File: src/br_pkg.sv
// Branch resolution shared types: opcodes, condition codes, instruction views, stage records
package br_pkg;

	// Opcode anchors of the branch groups
	localparam logic [5:0] OP_JMP_GRP   = 6'h1A;	// JMP, JSR, RET, JSR_CO
	localparam logic [5:0] OP_BR        = 6'h30;	// Unconditional branch
	localparam logic [5:0] OP_BSR       = 6'h34;	// Branch to subroutine
	localparam logic [5:0] OP_COND_BASE = 6'h38;	// First conditional opcode

	// Low two bits pick the test, bit 2 inverts it
	typedef enum logic [2:0] {
		BLBC = 3'b000,	// Low bit clear
		BEQ  = 3'b001,	// Zero
		BLT  = 3'b010,	// Sign set
		BLE  = 3'b011,	// Sign set or zero
		BLBS = 3'b100,	// Low bit set
		BNE  = 3'b101,	// Nonzero
		BGE  = 3'b110,	// Sign clear
		BGT  = 3'b111	// Sign clear and nonzero
	} br_cond_e;

	typedef enum logic [1:0] {
		NONE   = 2'd0,	// Not a branch
		JUMP   = 2'd1,	// Register indirect
		UNCOND = 2'd2,	// PC relative, always taken
		COND   = 2'd3	// PC relative, tested on Ra
	} br_class_e;

	// Branch format word
	typedef struct packed {
		logic [5:0]  opcode;
		logic [4:0]  ra;
		logic [20:0] disp;	// Signed word displacement
	} br_fmt_t;

	// Jump format word
	typedef struct packed {
		logic [5:0]  opcode;
		logic [4:0]  ra;
		logic [4:0]  rb;	// Holds the target address
		logic [1:0]  kind;	// JMP/JSR/RET/JSR_CO
		logic [13:0] hint;	// Predictor hint bits
	} jmp_fmt_t;

	// Same 32 bits seen as either format
	typedef union packed {
		br_fmt_t  br;
		jmp_fmt_t jmp;
	} br_inst_u;

	// Issued branch as it leaves the reservation station
	typedef struct packed {
		br_inst_u    inst;
		logic [63:0] npc;
		logic [63:0] opa;	// Ra value
		logic [63:0] opb;	// Rb value
		logic        pred_taken;
		logic [63:0] pred_target;
	} br_issue_t;

	// Decode stage record
	typedef struct packed {
		br_class_e   cls;
		br_cond_e    cond;
		logic [63:0] disp;	// Sign extended, byte aligned
		logic [63:0] npc;
		logic [63:0] opa;
		logic [63:0] opb;
		logic        pred_taken;
		logic [63:0] pred_target;
	} br_dec_t;

	// Outcome of the execute logic
	typedef struct packed {
		logic        taken;
		logic        is_cond;
		logic [63:0] target;
		logic [63:0] npc;
		logic        pred_taken;
		logic [63:0] pred_target;
	} br_exec_t;

	// Record handed to the reorder buffer
	typedef struct packed {
		logic        taken;
		logic        is_cond;
		logic        mispredict;
		logic [63:0] recovery_target;	// Fetch restart address
		logic [63:0] pc;
	} br_resolve_t;

endpackage

File: src/br_decode.sv
// Branch decode stage: classifies the opcode, extracts condition and displacement, registers them
`timescale 1ns/100ps

module br_decode #(
	parameter int ROB_IDX_W = 5	// MSB of the ROB index
)(
	input  logic                  clk,
	input  logic                  rst,
	input  logic                  start_i,	// One branch this cycle
	input  br_pkg::br_issue_t     issue_i,
	input  logic [ROB_IDX_W:0]    rob_idx_i,
	output logic                  valid_o,
	output br_pkg::br_dec_t       dec_o,
	output logic [ROB_IDX_W:0]    rob_idx_o
);

	br_pkg::br_inst_u  inst;
	logic [5:0]        op_br_view;	// Opcode read as branch format
	logic [5:0]        op_jmp_view;	// Opcode read as jump format
	br_pkg::br_class_e cls_nxt;
	br_pkg::br_cond_e  cond_nxt;
	logic [63:0]       disp_nxt;
	br_pkg::br_dec_t   dec_nxt;

	assign inst        = issue_i.inst;
	assign op_br_view  = inst.br.opcode;
	assign op_jmp_view = inst.jmp.opcode;

	// Class by the top three opcode bits
	always_comb
	begin
		if (op_jmp_view[5:3] == br_pkg::OP_JMP_GRP[5:3])
			cls_nxt = br_pkg::JUMP;	// 0x18..0x1F
		else if (op_br_view[5:3] == br_pkg::OP_COND_BASE[5:3])
			cls_nxt = br_pkg::COND;	// 0x38..0x3F
		else if (op_br_view[5:3] == br_pkg::OP_BR[5:3])
			cls_nxt = br_pkg::UNCOND;	// BR, BSR and FP group
		else
			cls_nxt = br_pkg::NONE;
	end

	// Condition lives in the low opcode bits, only meaningful for COND
	assign cond_nxt = br_pkg::br_cond_e'(op_br_view[2:0]);

	// Word displacement to byte offset
	assign disp_nxt = {{41{inst.br.disp[20]}}, inst.br.disp, 2'b00};

	always_comb
	begin
		dec_nxt             = '0;
		dec_nxt.cls         = cls_nxt;
		dec_nxt.cond        = cond_nxt;
		dec_nxt.disp        = disp_nxt;
		dec_nxt.npc         = issue_i.npc;
		dec_nxt.opa         = issue_i.opa;	// Tested operand
		dec_nxt.opb         = issue_i.opb;	// Jump target source
		dec_nxt.pred_taken  = issue_i.pred_taken;
		dec_nxt.pred_target = issue_i.pred_target;
	end

	// Record only loads on start so an idle stage holds its last branch
	always_ff @(posedge clk)
	begin
		if (rst)
		begin
			valid_o   <= 1'b0;
			dec_o     <= '0;
			rob_idx_o <= '0;
		end
		else
		begin
			valid_o <= start_i;
			if (start_i)
			begin
				dec_o     <= dec_nxt;
				rob_idx_o <= rob_idx_i;	// Travels with its branch
			end
		end
	end

endmodule

File: src/br_execute.sv
// Branch execute logic: evaluates the condition on Ra and forms the branch target
`timescale 1ns/100ps

module br_execute (
	input  br_pkg::br_dec_t  dec_i,
	output br_pkg::br_exec_t exe_o
);

	logic        base_test;	// Test before inversion
	logic        cond_true;	// Condition outcome
	logic        opa_zero;
	logic        opa_neg;
	logic        taken_nxt;
	logic [63:0] target_nxt;
	logic [63:0] rel_target;	// PC relative destination

	assign opa_zero = (dec_i.opa == 64'd0);
	assign opa_neg  = dec_i.opa[63];	// Sign bit

	// Four base tests, selected by cond[1:0]
	always_comb
	begin
		case (dec_i.cond[1:0])
			2'b00: base_test = ~dec_i.opa[0];	// LBC
			2'b01: base_test = opa_zero;	// EQ
			2'b10: base_test = opa_neg;	// LT
			2'b11: base_test = opa_neg | opa_zero;	// LE
			default: base_test = 1'b0;
		endcase
	end

	// Bit 2 flips the sense: LBS, NE, GE, GT
	assign cond_true = dec_i.cond[2] ? ~base_test : base_test;

	// Direction by class
	always_comb
	begin
		case (dec_i.cls)
			br_pkg::JUMP:   taken_nxt = 1'b1;
			br_pkg::UNCOND: taken_nxt = 1'b1;
			br_pkg::COND:   taken_nxt = cond_true;
			default:        taken_nxt = 1'b0;	// Not a branch
		endcase
	end

	assign rel_target = dec_i.npc + dec_i.disp;

	// Destination by class
	always_comb
	begin
		case (dec_i.cls)
			br_pkg::JUMP:
			begin
				target_nxt = {dec_i.opb[63:2], 2'b00};	// Rb, word aligned
			end
			br_pkg::UNCOND, br_pkg::COND:
			begin
				target_nxt = rel_target;
			end
			default:
			begin
				target_nxt = dec_i.npc;	// Falls through
			end
		endcase
	end

	always_comb
	begin
		exe_o             = '0;
		exe_o.taken       = taken_nxt;
		exe_o.is_cond     = (dec_i.cls == br_pkg::COND);	// Predictor update flag
		exe_o.target      = target_nxt;
		exe_o.npc         = dec_i.npc;
		exe_o.pred_taken  = dec_i.pred_taken;
		exe_o.pred_target = dec_i.pred_target;
	end

endmodule

File: src/br_result.sv
// Branch result stage: checks the prediction and registers the recovery record for the ROB
`timescale 1ns/100ps

module br_result #(
	parameter int ROB_IDX_W = 5	// MSB of the ROB index
)(
	input  logic                  clk,
	input  logic                  rst,
	input  logic                  valid_i,	// Decode stage holds a new branch
	input  br_pkg::br_exec_t      exe_i,
	input  logic [ROB_IDX_W:0]    rob_idx_i,
	output logic                  done_o,
	output logic [ROB_IDX_W:0]    rob_idx_o,
	output br_pkg::br_resolve_t   resolve_o
);

	logic                dir_wrong;	// Direction differs from prediction
	logic                tgt_wrong;	// Taken to a different address
	logic                mispredict_nxt;
	logic [63:0]         recovery_nxt;
	br_pkg::br_resolve_t resolve_nxt;

	assign dir_wrong = (exe_i.taken != exe_i.pred_taken);

	// Target only matters when the branch goes
	assign tgt_wrong = exe_i.taken && (exe_i.target != exe_i.pred_target);

	// Idle cycles never flag recovery
	assign mispredict_nxt = valid_i && (dir_wrong || tgt_wrong);

	// Restart at target if taken, else at the fall-through
	assign recovery_nxt = exe_i.taken ? exe_i.target : exe_i.npc;

	always_comb
	begin
		resolve_nxt                 = '0;
		resolve_nxt.taken           = exe_i.taken;
		resolve_nxt.is_cond         = exe_i.is_cond;
		resolve_nxt.mispredict      = mispredict_nxt;
		resolve_nxt.recovery_target = recovery_nxt;
		resolve_nxt.pc              = exe_i.npc;	// Reported PC is the npc
	end

	// Strobe, index and record leave on the same edge
	always_ff @(posedge clk)
	begin
		if (rst)
		begin
			done_o    <= 1'b0;
			rob_idx_o <= '0;
			resolve_o <= '0;
		end
		else
		begin
			done_o    <= valid_i;
			rob_idx_o <= rob_idx_i;
			resolve_o <= resolve_nxt;
		end
	end

endmodule

File: src/br_unit_top.sv
// Branch resolution unit top: decode, execute and result stages chained into a two-edge pipe
`timescale 1ns/100ps

module br_unit_top #(
	parameter int ROB_IDX_W = 5	// MSB of the ROB index
)(
	input  logic                  clk,
	input  logic                  rst,
	input  logic                  start_i,	// Issue strobe
	input  br_pkg::br_issue_t     issue_i,
	input  logic [ROB_IDX_W:0]    rob_idx_i,
	output logic                  done_o,	// Result strobe, two edges later
	output logic [ROB_IDX_W:0]    rob_idx_o,
	output br_pkg::br_resolve_t   resolve_o
);

	logic                 dec_valid;
	br_pkg::br_dec_t      dec;	// Registered decode record
	logic [ROB_IDX_W:0]   dec_rob_idx;
	br_pkg::br_exec_t     exe;	// Combinational execute outcome

	// Stage 1
	br_decode #(
		.ROB_IDX_W (ROB_IDX_W)
	) u_decode (
		.clk       (clk),
		.rst       (rst),
		.start_i   (start_i),
		.issue_i   (issue_i),
		.rob_idx_i (rob_idx_i),
		.valid_o   (dec_valid),
		.dec_o     (dec),
		.rob_idx_o (dec_rob_idx)
	);

	// Between the two registers
	br_execute u_execute (
		.dec_i (dec),
		.exe_o (exe)
	);

	// Stage 2
	br_result #(
		.ROB_IDX_W (ROB_IDX_W)
	) u_result (
		.clk       (clk),
		.rst       (rst),
		.valid_i   (dec_valid),
		.exe_i     (exe),
		.rob_idx_i (dec_rob_idx),
		.done_o    (done_o),
		.rob_idx_o (rob_idx_o),
		.resolve_o (resolve_o)
	);

endmodule

File: config.mk
export PLATFORM = sky130hd
export DESIGN_NAME = br_unit_top
export DESIGN_NICKNAME = d
export VERILOG_FILES = /design/src/br_pkg.sv /design/src/br_decode.sv /design/src/br_execute.sv /design/src/br_result.sv /design/src/br_unit_top.sv
export SDC_FILE = /design/constraint.sdc
export NUM_CORES = 1
export LEC_CHECK = 0
export BUFFER_PORTS_ARGS = -buffer_cell sky130_fd_sc_hd__buf_2
export CORE_ASPECT_RATIO = 0.5
export CORE_UTILIZATION = 51
export CTS_CLUSTER_SIZE = 8
export DETAILED_ROUTE_END_ITERATION = 6
export MAX_ROUTING_LAYER = met4
export PLACE_DENSITY = 0.83
export SLEW_MARGIN = 15
export SYNTH_ARGS = -nofsm -noshare
export SYNTH_HDL_FRONTEND = slang
export SYNTH_SLANG_ARGS = --single-unit
File: constraint.sdc
create_clock -name clk -period 3.9 [get_ports clk]
set_input_delay 0.39 -clock clk [delete_from_list [all_inputs] [get_ports clk]]
set_output_delay 0.39 -clock clk [all_outputs]
set_load 0.02 [all_outputs]
==> reports/results.txt, run 1 <==
Seq/Total Area, Yosys = 0.376
Worst Reg-to-Reg Cells = 19
Power Total = 0.0119 W
Max Buffers Root-to-Sink = 3
CP Max Fanout = 8
Setup skew after layout = 47.2 ps
Destination of the worst hold path = u_decode.dec_o[153]
Final worst-path cycle share = 1.02
Area growth from synthesis to layout = 37.1%
Final Critical Period = 3970 ps
Cell Rows = 54
Drt initial violations = 2828
Routed Antenna Nets = 0
Worst-Margin Slew = 1070 ps
TNS Setup = -71.3 ps
R2r setup slk = -70 ps
Post-DR wirelength/cell = 22.4 µm
Final Hold Vio Count = 0
Ports = 436
Crit path buffers/inverters = 6
Cts bufs inserted = 59
Leakage power = 14.2 nW
Worst-path cell chain = clkbuf_16, ha_4, buf_4, buf_4, nand2_1, nor2_1, a221oi_2, o21ai_1, buf_4, buf_4, a221o_1, nor3_2, buf_4, mux2i_2, o311ai_2, nor4_1, nand4_1, nor4_2, nor2_1
GRT Total Usage = 0.392
RSZ-0062 raised after global routing = yes
Die height = 151 µm
R2r endpoint = u_result.resolve_o[128]
Clock transition at path regs = 60 ps
Min-delay worst type = input port to flop
CP Data Required Time = 4420 ps
Failing checks = design-rule violations, negative setup slack
Root buffer cell = clkbuf_16
GPL Wtd Cong = 1.07
Core box area = 43700 µm²
Worst Setup End Kind = flop
FFs w/ async S/R, synth = 0
Final setup viols = 1
WS Path Type = flop to flop
Worst path top cell family by delay = simple AND/OR/NAND/NOR gates
Cells on Worst Hold Path = 3
Max incr delay on CP = 490 ps
DRC violations left = 5
Cells after Synth = 2657
Drt pass-1 iters = 7
Worst flop-to-flop path startpoint = u_decode.dec_o[279]
Fmax = 0.252 GHz
Post-synth EDFFs = 0
Min-delay src = issue_i[153]
Die Width = 300 µm
CTS tree = built
Mapped Area = 22700 µm²
Synth warn = 0
Max Cap Viol = 0
Clk sink count = 426
Most used cell, CP = buf_4
PwrDens = 384 nW/µm²
Vias in the first global route = 23.4k
Antenna violations before repair = 3
Final core utilization = 0.711
Buffers on Ports = 428
NumNets Final = 3812
HPWL after detailed placement = 64.3 mm
Layout cells sized above 1 = 0.303
Top_reg_cell synth = dfxtp_1
Fin. max-slew vios = 0
Slowest-stage cell, CP = dfxtp_4
Setup WS post-layout = -71.3 ps
Die Area = 45300 µm²
GR Overflow Total = 0
Type of origin of the critical path = flop
Vias = 24.5k
Detailed-route vias per instance = 6.07
Total Routed Length = 90.7 mm
Most frequent cells in the layout = nor2_1, buf_2, dfxtp_1
First-pass GRT wire length = 133 mm
H-tree levels = 2
Worst EP arrival = 4490 ps
Most common cell after layout, fill and taps aside = nor2_1
Largest net degree at the start of global routing = 130
Worst-Skew Late Latency = 640 ps
Syn avg cell area = 8.53 µm²
Syn nets = 3021
Status = finished with violations
Initial Util = 0.519
Synth Register Bits = 426
VDD IR max = 458 µV
Count of cell types in the netlist = 107
Slew HR = 0.269
-- kinds of logic (layout without fill, tap and decap cells) --
logic type                 after synthesis  after routing  share of synthesized area
xor gates and xnor gates                68             68                     0.0263
and+or+nand+nor                       1013           1013                      0.212
AOI/OAI and AO/OA                      540            540                      0.166
DFF                                    426            426                      0.376
buffers and inverters                  221           1016                     0.0396
muxes                                  323            323                      0.143
adders and majority gates               66             66                     0.0368
other                                    0              7                          0
-- report_power, final --
part / leakage, nW / internal (W) / switching (W)
sequential: 3.51 / 0.00460 / 0.000178
combinational: 9.94 / 0.00106 / 0.00135
clock: 0.776 / 0.00273 / 0.00200
-- metal layers --
metal / GRT usage / up-vias / part of all wire
met3: 0.0994 / 322 / 0.11
li1: - / 11100 / -
met4: 0.178 / 0 / 0.046
met5: - / - / 0
met1: 0.497 / 11700 / 0.40
met2: 0.589 / 1438 / 0.44
-- how the worst max path moves through the flow --
| stage | from | end | cells after the start |
|---|---|---|---|
| 3_3_place_gp | u_decode.dec_o[279] | u_result.resolve_o[128] | 17 |
| 3_5_place_dp | u_decode.dec_o[279] | u_result.resolve_o[128] | 14 |
| 2_1_floorplan | u_decode.dec_o[279] | u_result.resolve_o[128] | 14 |
| 6_report | u_decode.dec_o[279] | u_result.resolve_o[128] | 19 |
| 4_1_cts | u_decode.dec_o[279] | u_result.resolve_o[128] | 13 |
| 5_1_grt | u_decode.dec_o[273] | u_result.resolve_o[128] | 16 |
-- per-stage QoR --
stage               hold WS (ps)  setup slack (ps)  area (µm²)  instances
finish                      2.43             -71.3       31100       4047
floorplan                    437               158       22700       2657
global route                9.09              -216       31100       4043
detailed placement           453              -266       27900       3879
global placement             444              -160       27900       3879
CTS                        0.226             -10.4       30500       4035
-- registers in the layout, indices dropped and copies added, names as in the netlist --
| name | count |
|---|---|
| u_result.resolve_o | 131 |
| u_result.done_o | 1 |
| u_decode.rob_idx_o | 6 |
| u_decode.dec_o | 281 |
| u_decode.valid_o | 1 |
| u_result.rob_idx_o | 6 |
-- what timing repair did --
| item | in CTS | in global routing |
|---|---|---|
| setup endpoints to repair | 1 | 1 |
| gates resized for setup | 35 | 96 |
| hold buffers | 80 | 0 |
| pin swaps | 23 | 36 |
| hold endpoints to repair | 80 | 0 |
| setup buffers | 11 | 5 |
| gates cloned | 0 | 1 |
-- worst register-to-register path, stage by stage, from the launching register on --
cell	delay, ps
dfxtp_4	490
clkbuf_16	230
ha_4	210
buf_4	130
buf_4	160
nand2_1	90
nor2_1	60
a221oi_2	270
o21ai_1	170
buf_4	170
buf_4	130
a221o_1	300
nor3_2	100
buf_4	160
mux2i_2	230
o311ai_2	140
nor4_1	290
nand4_1	190
nor4_2	260
nor2_1	70
-- Yosys cell counts, types with 15 or more instances --
cell type  number  share of area
nor4_1         31         0.0086
nand4_1        42          0.012
inv_1          44         0.0073
a21o_1         24         0.0079
nand2b_1       23         0.0063
and3_1         24         0.0066
mux2i_1       312           0.14
a2bb2oi_1      16         0.0062
ha_1           65          0.036
xnor2_1        38          0.015
dfxtp_1       426           0.38
nor3_1         60          0.013
buf_2          16         0.0035
nand3_1        54          0.012
or3_1          15         0.0041
buf_1          42         0.0070
o21a_1         16         0.0053
o21ai_0        81          0.018
a211oi_1       19         0.0063
nand2_1       181          0.030
a31oi_1        25         0.0069
nor2_1        442          0.073
a21oi_1       149          0.033
nor2b_1        70          0.019
clkbuf_1      109          0.018
a311oi_1       16         0.0062
xor2_1         30          0.012
o211ai_1       19         0.0063
-- area by class of cell --
| cell class | count | area, µm² |
|---|---|---|
| diodes | 7 | 17.5 |
| clock buffers | 61 | 1480 |
| clock inverters | 4 | 110 |
| fillers | 3186 | 12600 |
| inverters | 44 | 165 |
| multi-input cells | 2010 | 13900 |
| flip-flops and latches | 426 | 8530 |
| well taps | 588 | 736 |
| repair buffers | 907 | 6170 |
Power figures use the tool's default switching activity.
==> run 2: changes to the inputs <==
--- a/config.mk
+++ b/config.mk
@@ -5,13 +5,15 @@
 export SDC_FILE = /design/constraint.sdc
 export NUM_CORES = 1
 export LEC_CHECK = 0
+export ABC_AREA = 1
 export BUFFER_PORTS_ARGS = -buffer_cell sky130_fd_sc_hd__buf_2
 export CORE_ASPECT_RATIO = 0.5
-export CORE_UTILIZATION = 51
+export CORE_UTILIZATION = 30
 export CTS_CLUSTER_SIZE = 8
 export DETAILED_ROUTE_END_ITERATION = 6
 export MAX_ROUTING_LAYER = met4
-export PLACE_DENSITY = 0.83
+export PLACE_DENSITY = 0.56
+export RECOVER_POWER = 25
 export SLEW_MARGIN = 15
 export SYNTH_ARGS = -nofsm -noshare
 export SYNTH_HDL_FRONTEND = slang
==> run 2 against run 1 <==
Net effect:
- the run ends with max-capacitance violations, max-slew violations left
- combinational power about the same
- final cell count up 26%
- largest cell class unchanged
- area after synthesis down 3.3%
- first-iteration DRC count down 40%
- fmax grew 9.1%
==> reports/results.txt, run 2 <==
Status = finished with violations
Failing checks = max-capacitance violations, max-slew violations
FFs w/ async S/R, synth = 0
Min-delay worst type = input port to flop
Met1 Resource Use GR = 0.306
Layout cells sized above 1 = 0.173
Share of the synthesized area in the top cell type = 0.389
H-tree levels = 2
Yosys top cell by area = dfxtp_1
Largest net degree at the start of global routing = 149
Area occupied by multi-input gates = 11100 µm²
VDD IR max = 327 µV
GR Overflow Total = 0
Fin Hold WS = 24.7 ps
RSZ-0062 raised after global routing = no
Worst flop-to-flop path startpoint = u_decode.dec_o[279]
Final setup viols = 0
Leakage power = 15.2 nW
Worst Setup End Kind = flop
Fillcell total = 7561
Worst EP arrival = 4190 ps
Met2 Usage GRT = 0.372
Final Critical Period = 3640 ps
CTS tree = built
GRT Total Usage = 0.232
Cts bufs inserted = 59
Cells on Worst Hold Path = 3
Setup skew after layout = 60.2 ps
NumNets Final = 4487
Top_reg_cell synth = dfxtp_1
Largest regs = u_decode.dec_o: 281 flops, u_result.resolve_o: 131 flops
Total Routed Length = 86.6 mm
Worst Reg-to-Reg Cells = 20
Final Hold Vio Count = 0
CP Data Required Time = 4450 ps
GPL Wtd Cong = 0.953
Most common cell after layout, fill and taps aside = nand2_1
Max Cap Viol = 3
Die Width = 384 µm
Final core utilization = 0.414
Slew HR = -0.278
Buffers on Ports = 428
Fin. max-slew vios = 176
HPWL after detailed placement = 64.2 mm
Root buffer cell = clkbuf_16
Synth warn = 0
Post-route design area = 29600 µm²
Worst-Margin Slew = 1920 ps
Worst-Skew Late Latency = 660 ps
Fmax = 0.275 GHz
Commonest cells in the synthesized netlist = nand2_1, nor2_1, inv_1
Core box area = 71700 µm²
First-pass GRT wire length = 129 mm
Detailed-route vias per instance = 4.71
Destination of the worst hold path = u_decode.dec_o[42]
Ports = 436
Synth top area cells = dfxtp_1, nand2_1, nor2_1
Vias = 23.9k
TNS Setup = 0 ps
DRC violations left = 0
Drt initial violations = 1700
Count of cell types in the netlist = 35
Cell Rows = 69
Clk sink count = 426
Syn nets = 3774
Dpl cell area = 26000 µm²
Synth Register Bits = 426
Die height = 193 µm
Max Buffers Root-to-Sink = 3
Mapped Area = 21900 µm²
Routed Antenna Nets = 0
Drt pass-1 iters = 5
Seq/Total Area, Yosys = 0.389
Clock transition at path regs = 70 ps
PwrDens = 404 nW/µm²
Post-DR wirelength/cell = 17.0 µm
Min-delay src = issue_i[42]
R2r endpoint = u_result.resolve_o[128]
Area growth from synthesis to layout = 35.2%
Vias in the first global route = 22.8k
Antenna violations before repair = 4
R2r setup slk = 260 ps
Syn avg cell area = 6.43 µm²
Cells after Synth = 3410
Die Area = 74300 µm²
Type of origin of the critical path = flop
WS Path Type = flop to flop
Final worst-path cycle share = 0.933
CP Max Fanout = 26
Most common cell in the netlist = nand2_1
Initial Util = 0.306
Sequential cell area = 8530 µm²
Most frequent cells in the layout = nand2_1, nor2_1, inv_1
GRT busiest layer = met2
Post-synth EDFFs = 0
M3 GR Usage = 0.0280
Max FFs per register = 281
Top reg by flops = u_decode.dec_o
==> run 2: cell type report <==
cell class / instances / share of cell area
clock buffers: 60 / 0.0503
multi-input cells: 2372 / 0.375
flip-flops and latches: 426 / 0.288
clock inverters: 4 / 0.00405
inverters: 479 / 0.0609
well taps: 958 / 0.0404
repair buffers: 785 / 0.181
diodes: 4 / 0.000338
==> run 2: timing repair <==
item,CTS,global route
hold endpoints to repair,205,0
setup buffers,0,0
setup endpoints to repair,0,1
hold buffers,205,0
gates resized for setup,0,3
==> run 2: report_power, final <==
part | internal (W) | leakage, nW | switching [W]
Clock | 0.00274 | 0.783 | 0.00198
Sequential | 0.00467 | 3.53 | 0.000156
Combinational | 0.000963 | 10.9 | 0.00147
==> run 2: logic make-up after synthesis <==
group / count (synthesis) / synth area share
AO/OA/AOI/OAI: 596 / 0.148
XOR/XNOR: 1 / 0.000399
adder cells (fa/ha/maj): 66 / 0.0380
buffers and inverters: 612 / 0.106
flip-flops: 426 / 0.389
AND/OR/NAND/NOR: 1709 / 0.319
==> run 2: per-layer routing <==
| layer | vias up | share of wire |
|---|---|---|
| met5 | - | 0 |
| met4 | 0 | 0.026 |
| met3 | 127 | 0.046 |
| met2 | 595 | 0.47 |
| met1 | 11100 | 0.46 |
| li1 | 12200 | - |
==> run 2: per-stage QoR <==
| step | instances | setup slack (ps) | power [W] |
|---|---|---|---|
| final | 5088 | 260 | 0.0120 |
| after global routing | 5088 | 3.66 | 0.0126 |
| after CTS | 5084 | 339 | 0.0121 |
| after detailed placement | 4815 | 352 | 0.00715 |
| after global placement | 4815 | 390 | 0.00713 |
| after floorplan | 3410 | 771 | 0.00624 |
==> run 2: worst max-delay path by stage <==
stage                              end                 from  slack (ps)
5_1_grt        u_result.resolve_o[128]  u_decode.dec_o[279]           4
3_5_place_dp   u_result.resolve_o[128]  u_decode.dec_o[279]         350
3_3_place_gp   u_result.resolve_o[128]  u_decode.dec_o[279]         390
6_report       u_result.resolve_o[128]  u_decode.dec_o[279]         260
2_1_floorplan  u_result.resolve_o[128]  u_decode.dec_o[279]         770
4_1_cts        u_result.resolve_o[128]  u_decode.dec_o[279]         340
==> run 2: worst max-delay path: stages, from the launching register on <==
cell and delay [ps]:
dfxtp_1 360, buf_12 180, ha_1 390, nand2_1 170, buf_4 180, nor2_1 220, nand2_1 160, o21ai_0 320
inv_1 180, nand3_1 120, nand3_1 80, nand2_1 110, nand2_1 60, nand2_1 50, nand2_1 50, nor2_1 80
nand2_1 120, nor2_1 290, nand3_1 150, nor2_1 170, nor2_1 50
